==> src/rtl/snd_dma_pkg.sv <==
// Shared widths, register offsets and data types of the DMA sound block, imported by each module
package snd_dma_pkg;

    // ==============================
    // Address and data types
    // ==============================
    localparam int unsigned snd_waddr_w = 21;   // Word address width

    typedef logic [snd_waddr_w-1:0] snd_waddr_t; // Byte address bits 21:1
    typedef logic [7:0]             snd_byte_t;

    // One register data byte, decoded as an address byte or as control bits
    typedef union packed {
        snd_byte_t addr_byte;
        struct packed {
            logic [5:0] unused;
            logic       rpt;       // Repeat frame
            logic       enable;    // Sound DMA running
        } ctrl;
    } snd_reg_data_u;

    // ==============================
    // Register window at FF8900
    // ==============================
    localparam logic [15:0] snd_reg_base = 16'hFF89;  // Page FF89

    // Word offsets, byte address bits 7:1
    localparam logic [6:0] snd_reg_off_ctrl    = 7'd0;
    localparam logic [6:0] snd_reg_off_start_h = 7'd1;
    localparam logic [6:0] snd_reg_off_start_m = 7'd2;
    localparam logic [6:0] snd_reg_off_start_l = 7'd3;
    localparam logic [6:0] snd_reg_off_cnt_h   = 7'd4;   // Counter is read only
    localparam logic [6:0] snd_reg_off_cnt_m   = 7'd5;
    localparam logic [6:0] snd_reg_off_cnt_l   = 7'd6;
    localparam logic [6:0] snd_reg_off_end_h   = 7'd7;
    localparam logic [6:0] snd_reg_off_end_m   = 7'd8;
    localparam logic [6:0] snd_reg_off_end_l   = 7'd9;   // Last word of the window

    localparam snd_byte_t snd_unmapped_read = 8'hFF;

    // ==============================
    // Address FIFO
    // ==============================
    localparam int unsigned snd_fifo_depth = 4;   // Word addresses in flight

endpackage

==> src/rtl/snd_dma_regs.sv <==
// CPU register window of the DMA sound block: control, frame start, frame end and counter view
`timescale 1ns/1ps

module snd_dma_regs (
    input  logic                    clk32,
    input  logic                    porb,
    // CPU side, low byte lane
    input  logic                    cpu_sel_i,
    input  logic                    cpu_we_i,
    input  logic [23:1]             cpu_addr_i,
    input  snd_dma_pkg::snd_byte_t  cpu_wdata_i,
    output snd_dma_pkg::snd_byte_t  cpu_rdata_o,
    output logic                    cpu_rvalid_o,
    // Address generator side
    input  snd_dma_pkg::snd_waddr_t cur_addr_i,
    input  logic                    snd_stop_i,
    output logic                    snd_enable_o,
    output logic                    snd_repeat_o,
    output snd_dma_pkg::snd_waddr_t frame_start_o,
    output snd_dma_pkg::snd_waddr_t frame_end_o
);

    import snd_dma_pkg::*;

    logic          enable_q;
    logic          repeat_q;
    snd_waddr_t    start_q;
    snd_waddr_t    end_q;
    snd_byte_t     rdata_q;
    logic          rvalid_q;

    logic [6:0]    word_off;
    logic          win_hit;
    logic          wr_hit;
    logic          rd_hit;
    snd_reg_data_u wr_u;
    snd_reg_data_u rd_u;

    // ==============================
    // Address decode
    // ==============================
    assign word_off = cpu_addr_i[7:1];
    assign win_hit  = (cpu_addr_i[23:8] == snd_reg_base) && (word_off <= snd_reg_off_end_l);
    assign wr_hit   = cpu_sel_i & cpu_we_i & win_hit;
    assign rd_hit   = cpu_sel_i & ~cpu_we_i & win_hit;
    assign wr_u     = cpu_wdata_i;

    // Control register, a CPU write beats a stop in the same cycle
    always_ff @(posedge clk32 or negedge porb) begin
        if (!porb) begin
            enable_q <= 1'b0;
            repeat_q <= 1'b0;
        end else if (wr_hit && word_off == snd_reg_off_ctrl) begin
            enable_q <= wr_u.ctrl.enable;
            repeat_q <= wr_u.ctrl.rpt;
        end else if (snd_stop_i) begin
            enable_q <= 1'b0;            // Frame done without repeat
        end
    end

    // Frame start and end bytes
    always_ff @(posedge clk32 or negedge porb) begin
        if (!porb) begin
            start_q <= '0;
            end_q   <= '0;
        end else if (wr_hit) begin
            case (word_off)
                snd_reg_off_start_h: start_q[20:15] <= wr_u.addr_byte[5:0];
                snd_reg_off_start_m: start_q[14:7]  <= wr_u.addr_byte;
                snd_reg_off_start_l: start_q[6:0]   <= wr_u.addr_byte[7:1];
                snd_reg_off_end_h:   end_q[20:15]   <= wr_u.addr_byte[5:0];
                snd_reg_off_end_m:   end_q[14:7]    <= wr_u.addr_byte;
                snd_reg_off_end_l:   end_q[6:0]     <= wr_u.addr_byte[7:1];
                default: ;                      // Control and counter
            endcase
        end
    end

    // ==============================
    // Read-back
    // ==============================
    always_comb begin
        rd_u = '0;
        case (word_off)
            snd_reg_off_ctrl: begin
                rd_u.ctrl.rpt    = repeat_q;
                rd_u.ctrl.enable = enable_q;
            end
            snd_reg_off_start_h: rd_u.addr_byte = {2'b00, start_q[20:15]};
            snd_reg_off_start_m: rd_u.addr_byte = start_q[14:7];
            snd_reg_off_start_l: rd_u.addr_byte = {start_q[6:0], 1'b0};
            snd_reg_off_cnt_h:   rd_u.addr_byte = {2'b00, cur_addr_i[20:15]};
            snd_reg_off_cnt_m:   rd_u.addr_byte = cur_addr_i[14:7];
            snd_reg_off_cnt_l:   rd_u.addr_byte = {cur_addr_i[6:0], 1'b0};
            snd_reg_off_end_h:   rd_u.addr_byte = {2'b00, end_q[20:15]};
            snd_reg_off_end_m:   rd_u.addr_byte = end_q[14:7];
            snd_reg_off_end_l:   rd_u.addr_byte = {end_q[6:0], 1'b0};
            default:             rd_u.addr_byte = snd_unmapped_read;
        endcase
    end

    // Read data one cycle after the strobe
    always_ff @(posedge clk32 or negedge porb) begin
        if (!porb) begin
            rvalid_q <= 1'b0;
            rdata_q  <= '0;
        end else begin
            rvalid_q <= rd_hit;
            if (rd_hit) begin
                rdata_q <= rd_u.addr_byte;
            end
        end
    end

    assign cpu_rdata_o   = rdata_q;
    assign cpu_rvalid_o  = rvalid_q;
    assign snd_enable_o  = enable_q;
    assign snd_repeat_o  = repeat_q;
    assign frame_start_o = start_q;
    assign frame_end_o   = end_q;

endmodule

==> src/rtl/snd_addr_gen.sv <==
// Sound frame address generator: steps through each frame on sample requests, raises frame end
`timescale 1ns/1ps

module snd_addr_gen (
    input  logic                    clk32,
    input  logic                    porb,
    input  logic                    snd_enable_i,
    input  logic                    snd_repeat_i,
    input  snd_dma_pkg::snd_waddr_t frame_start_i,
    input  snd_dma_pkg::snd_waddr_t frame_end_i,
    input  logic                    sreq_i,          // Sample request from the shifter
    input  logic                    gen_ready_i,
    output logic                    gen_valid_o,
    output snd_dma_pkg::snd_waddr_t gen_addr_o,
    output snd_dma_pkg::snd_waddr_t cur_addr_o,
    output logic                    snd_stop_o,
    output logic                    sint_o           // Frame end interrupt
);

    import snd_dma_pkg::*;

    logic       running_q;
    logic       pending_q;
    snd_waddr_t start_w_q;       // Working copy of frame start
    snd_waddr_t end_w_q;         // Working copy of frame end
    snd_waddr_t off_q;           // Words done in this frame

    snd_waddr_t cur_addr;
    snd_waddr_t next_addr;
    logic       xfer;
    logic       frame_last;
    logic       frame_load;

    assign cur_addr   = start_w_q + off_q;
    assign next_addr  = cur_addr + 1'b1;
    assign xfer       = gen_valid_o & gen_ready_i;
    assign frame_last = xfer & (next_addr == end_w_q);
    assign frame_load = snd_enable_i & ~running_q;   // Enable edge or restart after stop

    // ==============================
    // Frame sequencing
    // ==============================
    always_ff @(posedge clk32 or negedge porb) begin
        if (!porb) begin
            running_q <= 1'b0;
        end else if (!snd_enable_i || snd_stop_o) begin
            running_q <= 1'b0;
        end else if (frame_load) begin
            running_q <= 1'b1;
        end
    end

    // New frame picks up the current register values
    always_ff @(posedge clk32 or negedge porb) begin
        if (!porb) begin
            start_w_q <= '0;
            end_w_q   <= '0;
            off_q     <= '0;
        end else if (frame_load || frame_last) begin
            start_w_q <= frame_start_i;
            end_w_q   <= frame_end_i;
            off_q     <= '0;
        end else if (xfer) begin
            off_q <= off_q + 1'b1;
        end
    end

    // Pending request, a second one before the transfer merges
    always_ff @(posedge clk32 or negedge porb) begin
        if (!porb) begin
            pending_q <= 1'b0;
        end else if (!snd_enable_i) begin
            pending_q <= 1'b0;
        end else if (sreq_i) begin
            pending_q <= 1'b1;
        end else if (xfer) begin
            pending_q <= 1'b0;
        end
    end

    assign gen_valid_o = running_q & pending_q;
    assign gen_addr_o  = cur_addr;
    assign cur_addr_o  = cur_addr;
    assign sint_o      = frame_last;
    assign snd_stop_o  = frame_last & ~snd_repeat_i;   // Single shot ends here

endmodule

==> src/rtl/snd_addr_fifo.sv <==
// Small valid/ready FIFO holding sound word addresses between the generator and the fetch unit
`timescale 1ns/1ps

module snd_addr_fifo (
    input  logic                    clk32,
    input  logic                    porb,
    input  logic                    in_valid_i,
    input  snd_dma_pkg::snd_waddr_t in_addr_i,
    output logic                    in_ready_o,
    output logic                    out_valid_o,
    output snd_dma_pkg::snd_waddr_t out_addr_o,
    input  logic                    out_ready_i
);

    import snd_dma_pkg::*;

    snd_waddr_t                          mem [snd_fifo_depth];
    logic [$clog2(snd_fifo_depth)-1:0]   wr_ptr_q;
    logic [$clog2(snd_fifo_depth)-1:0]   rd_ptr_q;
    logic [$clog2(snd_fifo_depth+1)-1:0] count_q;
    logic                                push;
    logic                                pop;

    assign in_ready_o  = (count_q != snd_fifo_depth);   // Not full
    assign out_valid_o = (count_q != 0);
    assign out_addr_o  = mem[rd_ptr_q];
    assign push        = in_valid_i & in_ready_o;
    assign pop         = out_valid_o & out_ready_i;

    always_ff @(posedge clk32) begin
        if (push) begin
            mem[wr_ptr_q] <= in_addr_i;
        end
    end

    // Pointers wrap at the depth
    always_ff @(posedge clk32 or negedge porb) begin
        if (!porb) begin
            wr_ptr_q <= '0;
            rd_ptr_q <= '0;
            count_q  <= '0;
        end else begin
            if (push) begin
                wr_ptr_q <= (wr_ptr_q == snd_fifo_depth - 1) ? '0 : wr_ptr_q + 1'b1;
            end
            if (pop) begin
                rd_ptr_q <= (rd_ptr_q == snd_fifo_depth - 1) ? '0 : rd_ptr_q + 1'b1;
            end
            if (push && !pop) begin
                count_q <= count_q + 1'b1;
            end else if (pop && !push) begin
                count_q <= count_q - 1'b1;
            end
        end
    end

endmodule

==> src/rtl/snd_fetch.sv <==
// Sound fetch unit: one memory read at a time per queued address, word handed to the shifter
`timescale 1ns/1ps

module snd_fetch (
    input  logic                    clk32,
    input  logic                    porb,
    input  logic                    q_valid_i,
    input  snd_dma_pkg::snd_waddr_t q_addr_i,
    output logic                    q_ready_o,
    output logic                    mem_valid_o,
    output snd_dma_pkg::snd_waddr_t mem_addr_o,
    input  logic                    mem_ready_i,
    input  logic [15:0]             mem_rdata_i,
    output logic [15:0]             sample_o,
    output logic                    sample_valid_o
);

    import snd_dma_pkg::*;

    logic        busy_q;         // Low idle, high requesting
    snd_waddr_t  addr_q;
    logic [15:0] sample_q;
    logic        sample_valid_q;

    assign q_ready_o   = ~busy_q;
    assign mem_valid_o = busy_q;
    assign mem_addr_o  = addr_q;

    always_ff @(posedge clk32 or negedge porb) begin
        if (!porb) begin
            busy_q         <= 1'b0;
            addr_q         <= '0;
            sample_q       <= '0;
            sample_valid_q <= 1'b0;
        end else begin
            sample_valid_q <= 1'b0;
            if (!busy_q && q_valid_i) begin
                addr_q <= q_addr_i;         // Held until the memory takes it
                busy_q <= 1'b1;
            end else if (busy_q && mem_ready_i) begin
                sample_q       <= mem_rdata_i;
                sample_valid_q <= 1'b1;
                busy_q         <= 1'b0;
            end
        end
    end

    assign sample_o       = sample_q;
    assign sample_valid_o = sample_valid_q;

endmodule

==> src/rtl/snd_dma_top.sv <==
// Top level of the DMA sound address path: registers, generator, address FIFO and fetch unit
`timescale 1ns/1ps

module snd_dma_top (
    input  logic                    clk32,
    input  logic                    porb,
    // CPU register bus
    input  logic                    cpu_sel_i,
    input  logic                    cpu_we_i,
    input  logic [23:1]             cpu_addr_i,
    input  snd_dma_pkg::snd_byte_t  cpu_wdata_i,
    output snd_dma_pkg::snd_byte_t  cpu_rdata_o,
    output logic                    cpu_rvalid_o,
    // Shifter side
    input  logic                    sreq_i,
    output logic                    sint_o,
    // Memory port
    output logic                    mem_valid_o,
    output snd_dma_pkg::snd_waddr_t mem_addr_o,
    input  logic                    mem_ready_i,
    input  logic [15:0]             mem_rdata_i,
    output logic [15:0]             sample_o,
    output logic                    sample_valid_o
);

    import snd_dma_pkg::*;

    logic       snd_enable;
    logic       snd_repeat;
    snd_waddr_t frame_start;
    snd_waddr_t frame_end;
    snd_waddr_t cur_addr;
    logic       snd_stop;
    logic       gen_valid;
    logic       gen_ready;
    snd_waddr_t gen_addr;
    logic       q_valid;
    logic       q_ready;
    snd_waddr_t q_addr;

    snd_dma_regs u_regs (
        .clk32        (clk32),
        .porb         (porb),
        .cpu_sel_i    (cpu_sel_i),
        .cpu_we_i     (cpu_we_i),
        .cpu_addr_i   (cpu_addr_i),
        .cpu_wdata_i  (cpu_wdata_i),
        .cpu_rdata_o  (cpu_rdata_o),
        .cpu_rvalid_o (cpu_rvalid_o),
        .cur_addr_i   (cur_addr),
        .snd_stop_i   (snd_stop),
        .snd_enable_o (snd_enable),
        .snd_repeat_o (snd_repeat),
        .frame_start_o(frame_start),
        .frame_end_o  (frame_end)
    );

    snd_addr_gen u_gen (
        .clk32        (clk32),
        .porb         (porb),
        .snd_enable_i (snd_enable),
        .snd_repeat_i (snd_repeat),
        .frame_start_i(frame_start),
        .frame_end_i  (frame_end),
        .sreq_i       (sreq_i),
        .gen_ready_i  (gen_ready),
        .gen_valid_o  (gen_valid),
        .gen_addr_o   (gen_addr),
        .cur_addr_o   (cur_addr),
        .snd_stop_o   (snd_stop),
        .sint_o       (sint_o)
    );

    snd_addr_fifo u_fifo (
        .clk32      (clk32),
        .porb       (porb),
        .in_valid_i (gen_valid),
        .in_addr_i  (gen_addr),
        .in_ready_o (gen_ready),
        .out_valid_o(q_valid),
        .out_addr_o (q_addr),
        .out_ready_i(q_ready)
    );

    snd_fetch u_fetch (
        .clk32         (clk32),
        .porb          (porb),
        .q_valid_i     (q_valid),
        .q_addr_i      (q_addr),
        .q_ready_o     (q_ready),
        .mem_valid_o   (mem_valid_o),
        .mem_addr_o    (mem_addr_o),
        .mem_ready_i   (mem_ready_i),
        .mem_rdata_i   (mem_rdata_i),
        .sample_o      (sample_o),
        .sample_valid_o(sample_valid_o)
    );

endmodule

==> config.mk <==
export PLATFORM = sky130hd
export DESIGN_NAME = snd_dma_top
export DESIGN_NICKNAME = d
export VERILOG_FILES = /design/src/rtl/snd_dma_pkg.sv /design/src/rtl/snd_dma_regs.sv /design/src/rtl/snd_addr_gen.sv /design/src/rtl/snd_addr_fifo.sv /design/src/rtl/snd_fetch.sv /design/src/rtl/snd_dma_top.sv
export SDC_FILE = /design/constraint.sdc
export NUM_CORES = 1
export LEC_CHECK = 0
export BUFFER_PORTS_ARGS = -buffer_cell sky130_fd_sc_hd__buf_2
export CAP_MARGIN = 20
export CORE_MARGIN = 5
export CORE_UTILIZATION = 60
export DETAILED_ROUTE_END_ITERATION = 10
export PLACE_DENSITY = 0.8
export REMOVE_ABC_BUFFERS = 1
export SYNTH_ARGS = -nofsm -noshare
export SYNTH_HDL_FRONTEND = slang
export SYNTH_SLANG_ARGS = --single-unit
==> constraint.sdc <==
create_clock -name clk32 -period 10.89 [get_ports clk32]
set_clock_uncertainty 0.1 [all_clocks]
set_input_delay 1.089 -clock clk32 [delete_from_list [all_inputs] [get_ports clk32]]
set_output_delay 1.089 -clock clk32 [all_outputs]
set_load 0.05 [all_outputs]
==> run metrics <==
status complete, no violations; crit path cell chain ha_1, a21oi_1, o21ai_0, mux2_2, nor3_1, nand4_1, or4_1, o21ai_1, o2111ai_2, nor3_1, buf_2; initial antenna violation count 1; period utilization 58.06%; asr flop ratio synth 66.13%; Die Footprint 23,340 um^2; max incr delay on CP 0.76 ns; Post-Syn Area per Cell 12.74 um^2; area delta synth->final 13.40%; pin count of the biggest net entering global routing 93; Net Sw Frac 24.39%; cell internal pwr 1517 uW; core box area 20,170 um^2; logic gate share of total power 7.9%; Arr. time, crit path 5.13 ns; total iterations of the first detailed-routing run 5; I/O pin total 102; Seq/Total Area, Yosys 54.19%; FILL cells 1,426; final core utilization 68.75%; clock latency at the later pin of the worst-skew pair 0.53 ns; Seq pwr share 49.4%; hold_buf cts 0; final std cells w/o fill 1,356; layout cells sized above 1 25.69%; setup TNS 0 ns; Startpoint Class register; Final min period 6.323 ns; R2R Path Start u_gen.off_q[12]; die width 152.8 um; Buf/Inv on CP 1; WS Path Type reg2out; antenna cell count 0; Layout Nets 1,151; Starting Density 60.63%; vias in the first global route 8,578; Clk pwr share 42.7%; #FFs+latches synth 248; dpl hpwl 21,420 um; FF-to-FF setup slack 5.23 ns; first-pass GRT wire length 48,330 um; Total GRT Usage 25.71%; Final Max Slew Viols 0; maximum VDD drop 0.0001213 V; RSZ-0062 raised after global routing no; Rows 52; Max Root-Sink Buffers 3; setup violators final 0; worst min-delay path endpoint u_gen.start_w_q[9]; Synth Flop Type dfrtp_1; Routed Antenna Nets 0; RR Endpoint u_gen.start_w_q[6]; postcts setup bufs 0; slowest stage cell, crit path nor3_1; synth unique cells 78; Worst-path clk slew 0.06 ns; Clock Root Buffer clkbuf_16; CTS resizes 0; Psw 489.3 uW; pwr/cell area 144.7 nW/um^2; worst path required time 9.70 ns; Mapped Area 12,230 um^2; total CTS buffers 26; CTS sink cnt 248; f_max 158.1 MHz; most frequent cells in the layout dfrtp_1 (164), buf_2 (100), mux2_2 (88), edfxtp_1 (84), nor2_1 (74); Fin. Hold Viols 0; Placer Congestion 0.9406; commonest non-fill, non-tap cell in the layout dfrtp_1; initial DRC count 730; Post-synth EDFFs 84; Lkg Pwr 0.005932 uW; Yosys warning total 0; Slew headroom 26.34%; Hold Path Depth 1; placed cells 1,307; Critical Path End Type output pin; port buffer count 101; Die Height 152.8 um; cells on worst reg2reg path 12; cell mode on critical path nor3_1; TritonCTS clock tree done; crit-path max FO 9; global route overflow 0; Worst-Margin Slew 1.103 ns; Placement Cell Area 12,990 um^2; drt via density 6.299; Post-Syn Instances 960; Hold Path Class reg2reg; DRT Wirelength 30,200 um; detailed-route via count 8,541; Routed wire per std cell 22.27 um; design area 13,870 um^2; Worst path top cell family by delay simple AND/OR/NAND/NOR gates; DRC violation count after routing 0; Hold Path Origin u_gen.start_w_q[9]; Max Cap Violations 0; H-tree levels 1
-- routing by layer --
layer	vias to the layer above	part of all wire (%)	GRT usage, %
met5	-	0.026	0
met3	73	5.9	3.834
li1	3826	-	-
met2	324	49	42.44
met4	2	3.2	7.934
met1	4316	42	35.69
-- layout make-up --
class	instances	area, um^2	share of cell area (%)
clock buffer	30	675.6	4.872
clock inverter	16	153.9	1.110
inverter	20	75.07	0.5414
multi-input combinational	659	5361	38.66
sequential	248	6626	47.79
tap	270	337.8	2.436
timing repair buffer	113	636.9	4.593
-- sequential cells by signal, summed over array words and instances (netlist names) --
signal	flops
u_gen.end_w_q	21
u_fetch.sample_o	16
u_regs.cpu_rvalid_o	1
u_fifo.rd_ptr_q	2
u_regs.cpu_rdata_o	8
u_gen.off_q	21
u_fetch.sample_valid_o	1
u_fifo.count_q	3
u_fetch.mem_valid_o	1
u_regs.frame_start_o	21
u_fetch.mem_addr_o	21
u_fifo.mem	84
u_regs.snd_enable_o	1
u_gen.start_w_q	21
u_gen.running_q	1
u_regs.snd_repeat_o	1
u_fifo.wr_ptr_q	2
u_regs.frame_end_o	21
u_gen.pending_q	1
-- metrics by stage --
step	hold WS (ns)	power, uW	worst slack, ns
2_1_floorplan	0.3623	1113	5.282
3_3_place_gp	0.3720	1165	5.434
3_5_place_dp	0.3836	1169	5.339
4_1_cts	0.3968	2021	4.668
5_1_grt	0.4167	2067	4.232
6_report	0.3948	2006	4.567
-- worst max path at each step --
stage                    start  cells past startpoint  endpoint  slack [ns]
2_1_floorplan   u_gen.off_q[0]                     13    sint_o        5.28
5_1_grt        u_gen.off_q[12]                     11    sint_o        4.23
3_3_place_gp   u_gen.off_q[12]                     11    sint_o        5.43
3_5_place_dp   u_gen.off_q[12]                     11    sint_o        5.34
4_1_cts        u_gen.off_q[12]                     11    sint_o        4.67
6_report       u_gen.off_q[12]                     11    sint_o        4.57
-- synthesized netlist by cell type, types with 4 or more instances --
cell / count / share of area, %
nor4_1: 4 / 0.20
nor4b_1: 5 / 0.36
a221oi_1: 9 / 0.64
and2_1: 9 / 0.46
nand2_1: 61 / 1.9
mux2_2: 88 / 8.1
a21oi_1: 35 / 1.4
mux4_2: 22 / 4.1
or3_1: 9 / 0.46
xnor2_1: 34 / 2.4
nand3_1: 14 / 0.57
buf_1: 4 / 0.12
o21ai_0: 26 / 1.1
buf_2: 5 / 0.20
nand4b_1: 4 / 0.29
mux2i_1: 7 / 0.57
o211ai_1: 12 / 0.74
ha_1: 28 / 2.9
edfxtp_1: 84 / 21
a211oi_1: 7 / 0.43
a31oi_1: 7 / 0.36
a222oi_1: 5 / 0.41
nand2b_1: 6 / 0.31
dfrtp_1: 164 / 34
nor3b_1: 8 / 0.49
and4_1: 8 / 0.57
buf_6: 4 / 0.37
nor2_1: 75 / 2.3
clkbuf_1: 18 / 0.55
mux2_1: 37 / 3.4
inv_1: 19 / 0.58
xor2_1: 19 / 1.4
nor3_1: 15 / 0.61
o21a_1: 6 / 0.37
and3_1: 24 / 1.2
a22oi_1: 5 / 0.31
nand4_1: 15 / 0.77
-- logic make-up after synthesis --
group / share of synthesized area [%]
simple gates: 11.35
flops: 54.19
mux: 16.14
compound gates: 8.779
xor+xnor: 4.369
buf+inv: 1.985
fa+ha+maj: 3.193
-- power by group through the flow --
stage,Combinational (uW),Sequential [uW],Clock [uW]
floorplan,23.4,1090,0
global route,167,994,907
CTS,160,992,869
global placement,157,1010,0
finish,158,992,856
detailed placement,159,1010,0
(Power assumes the default switching activity.)
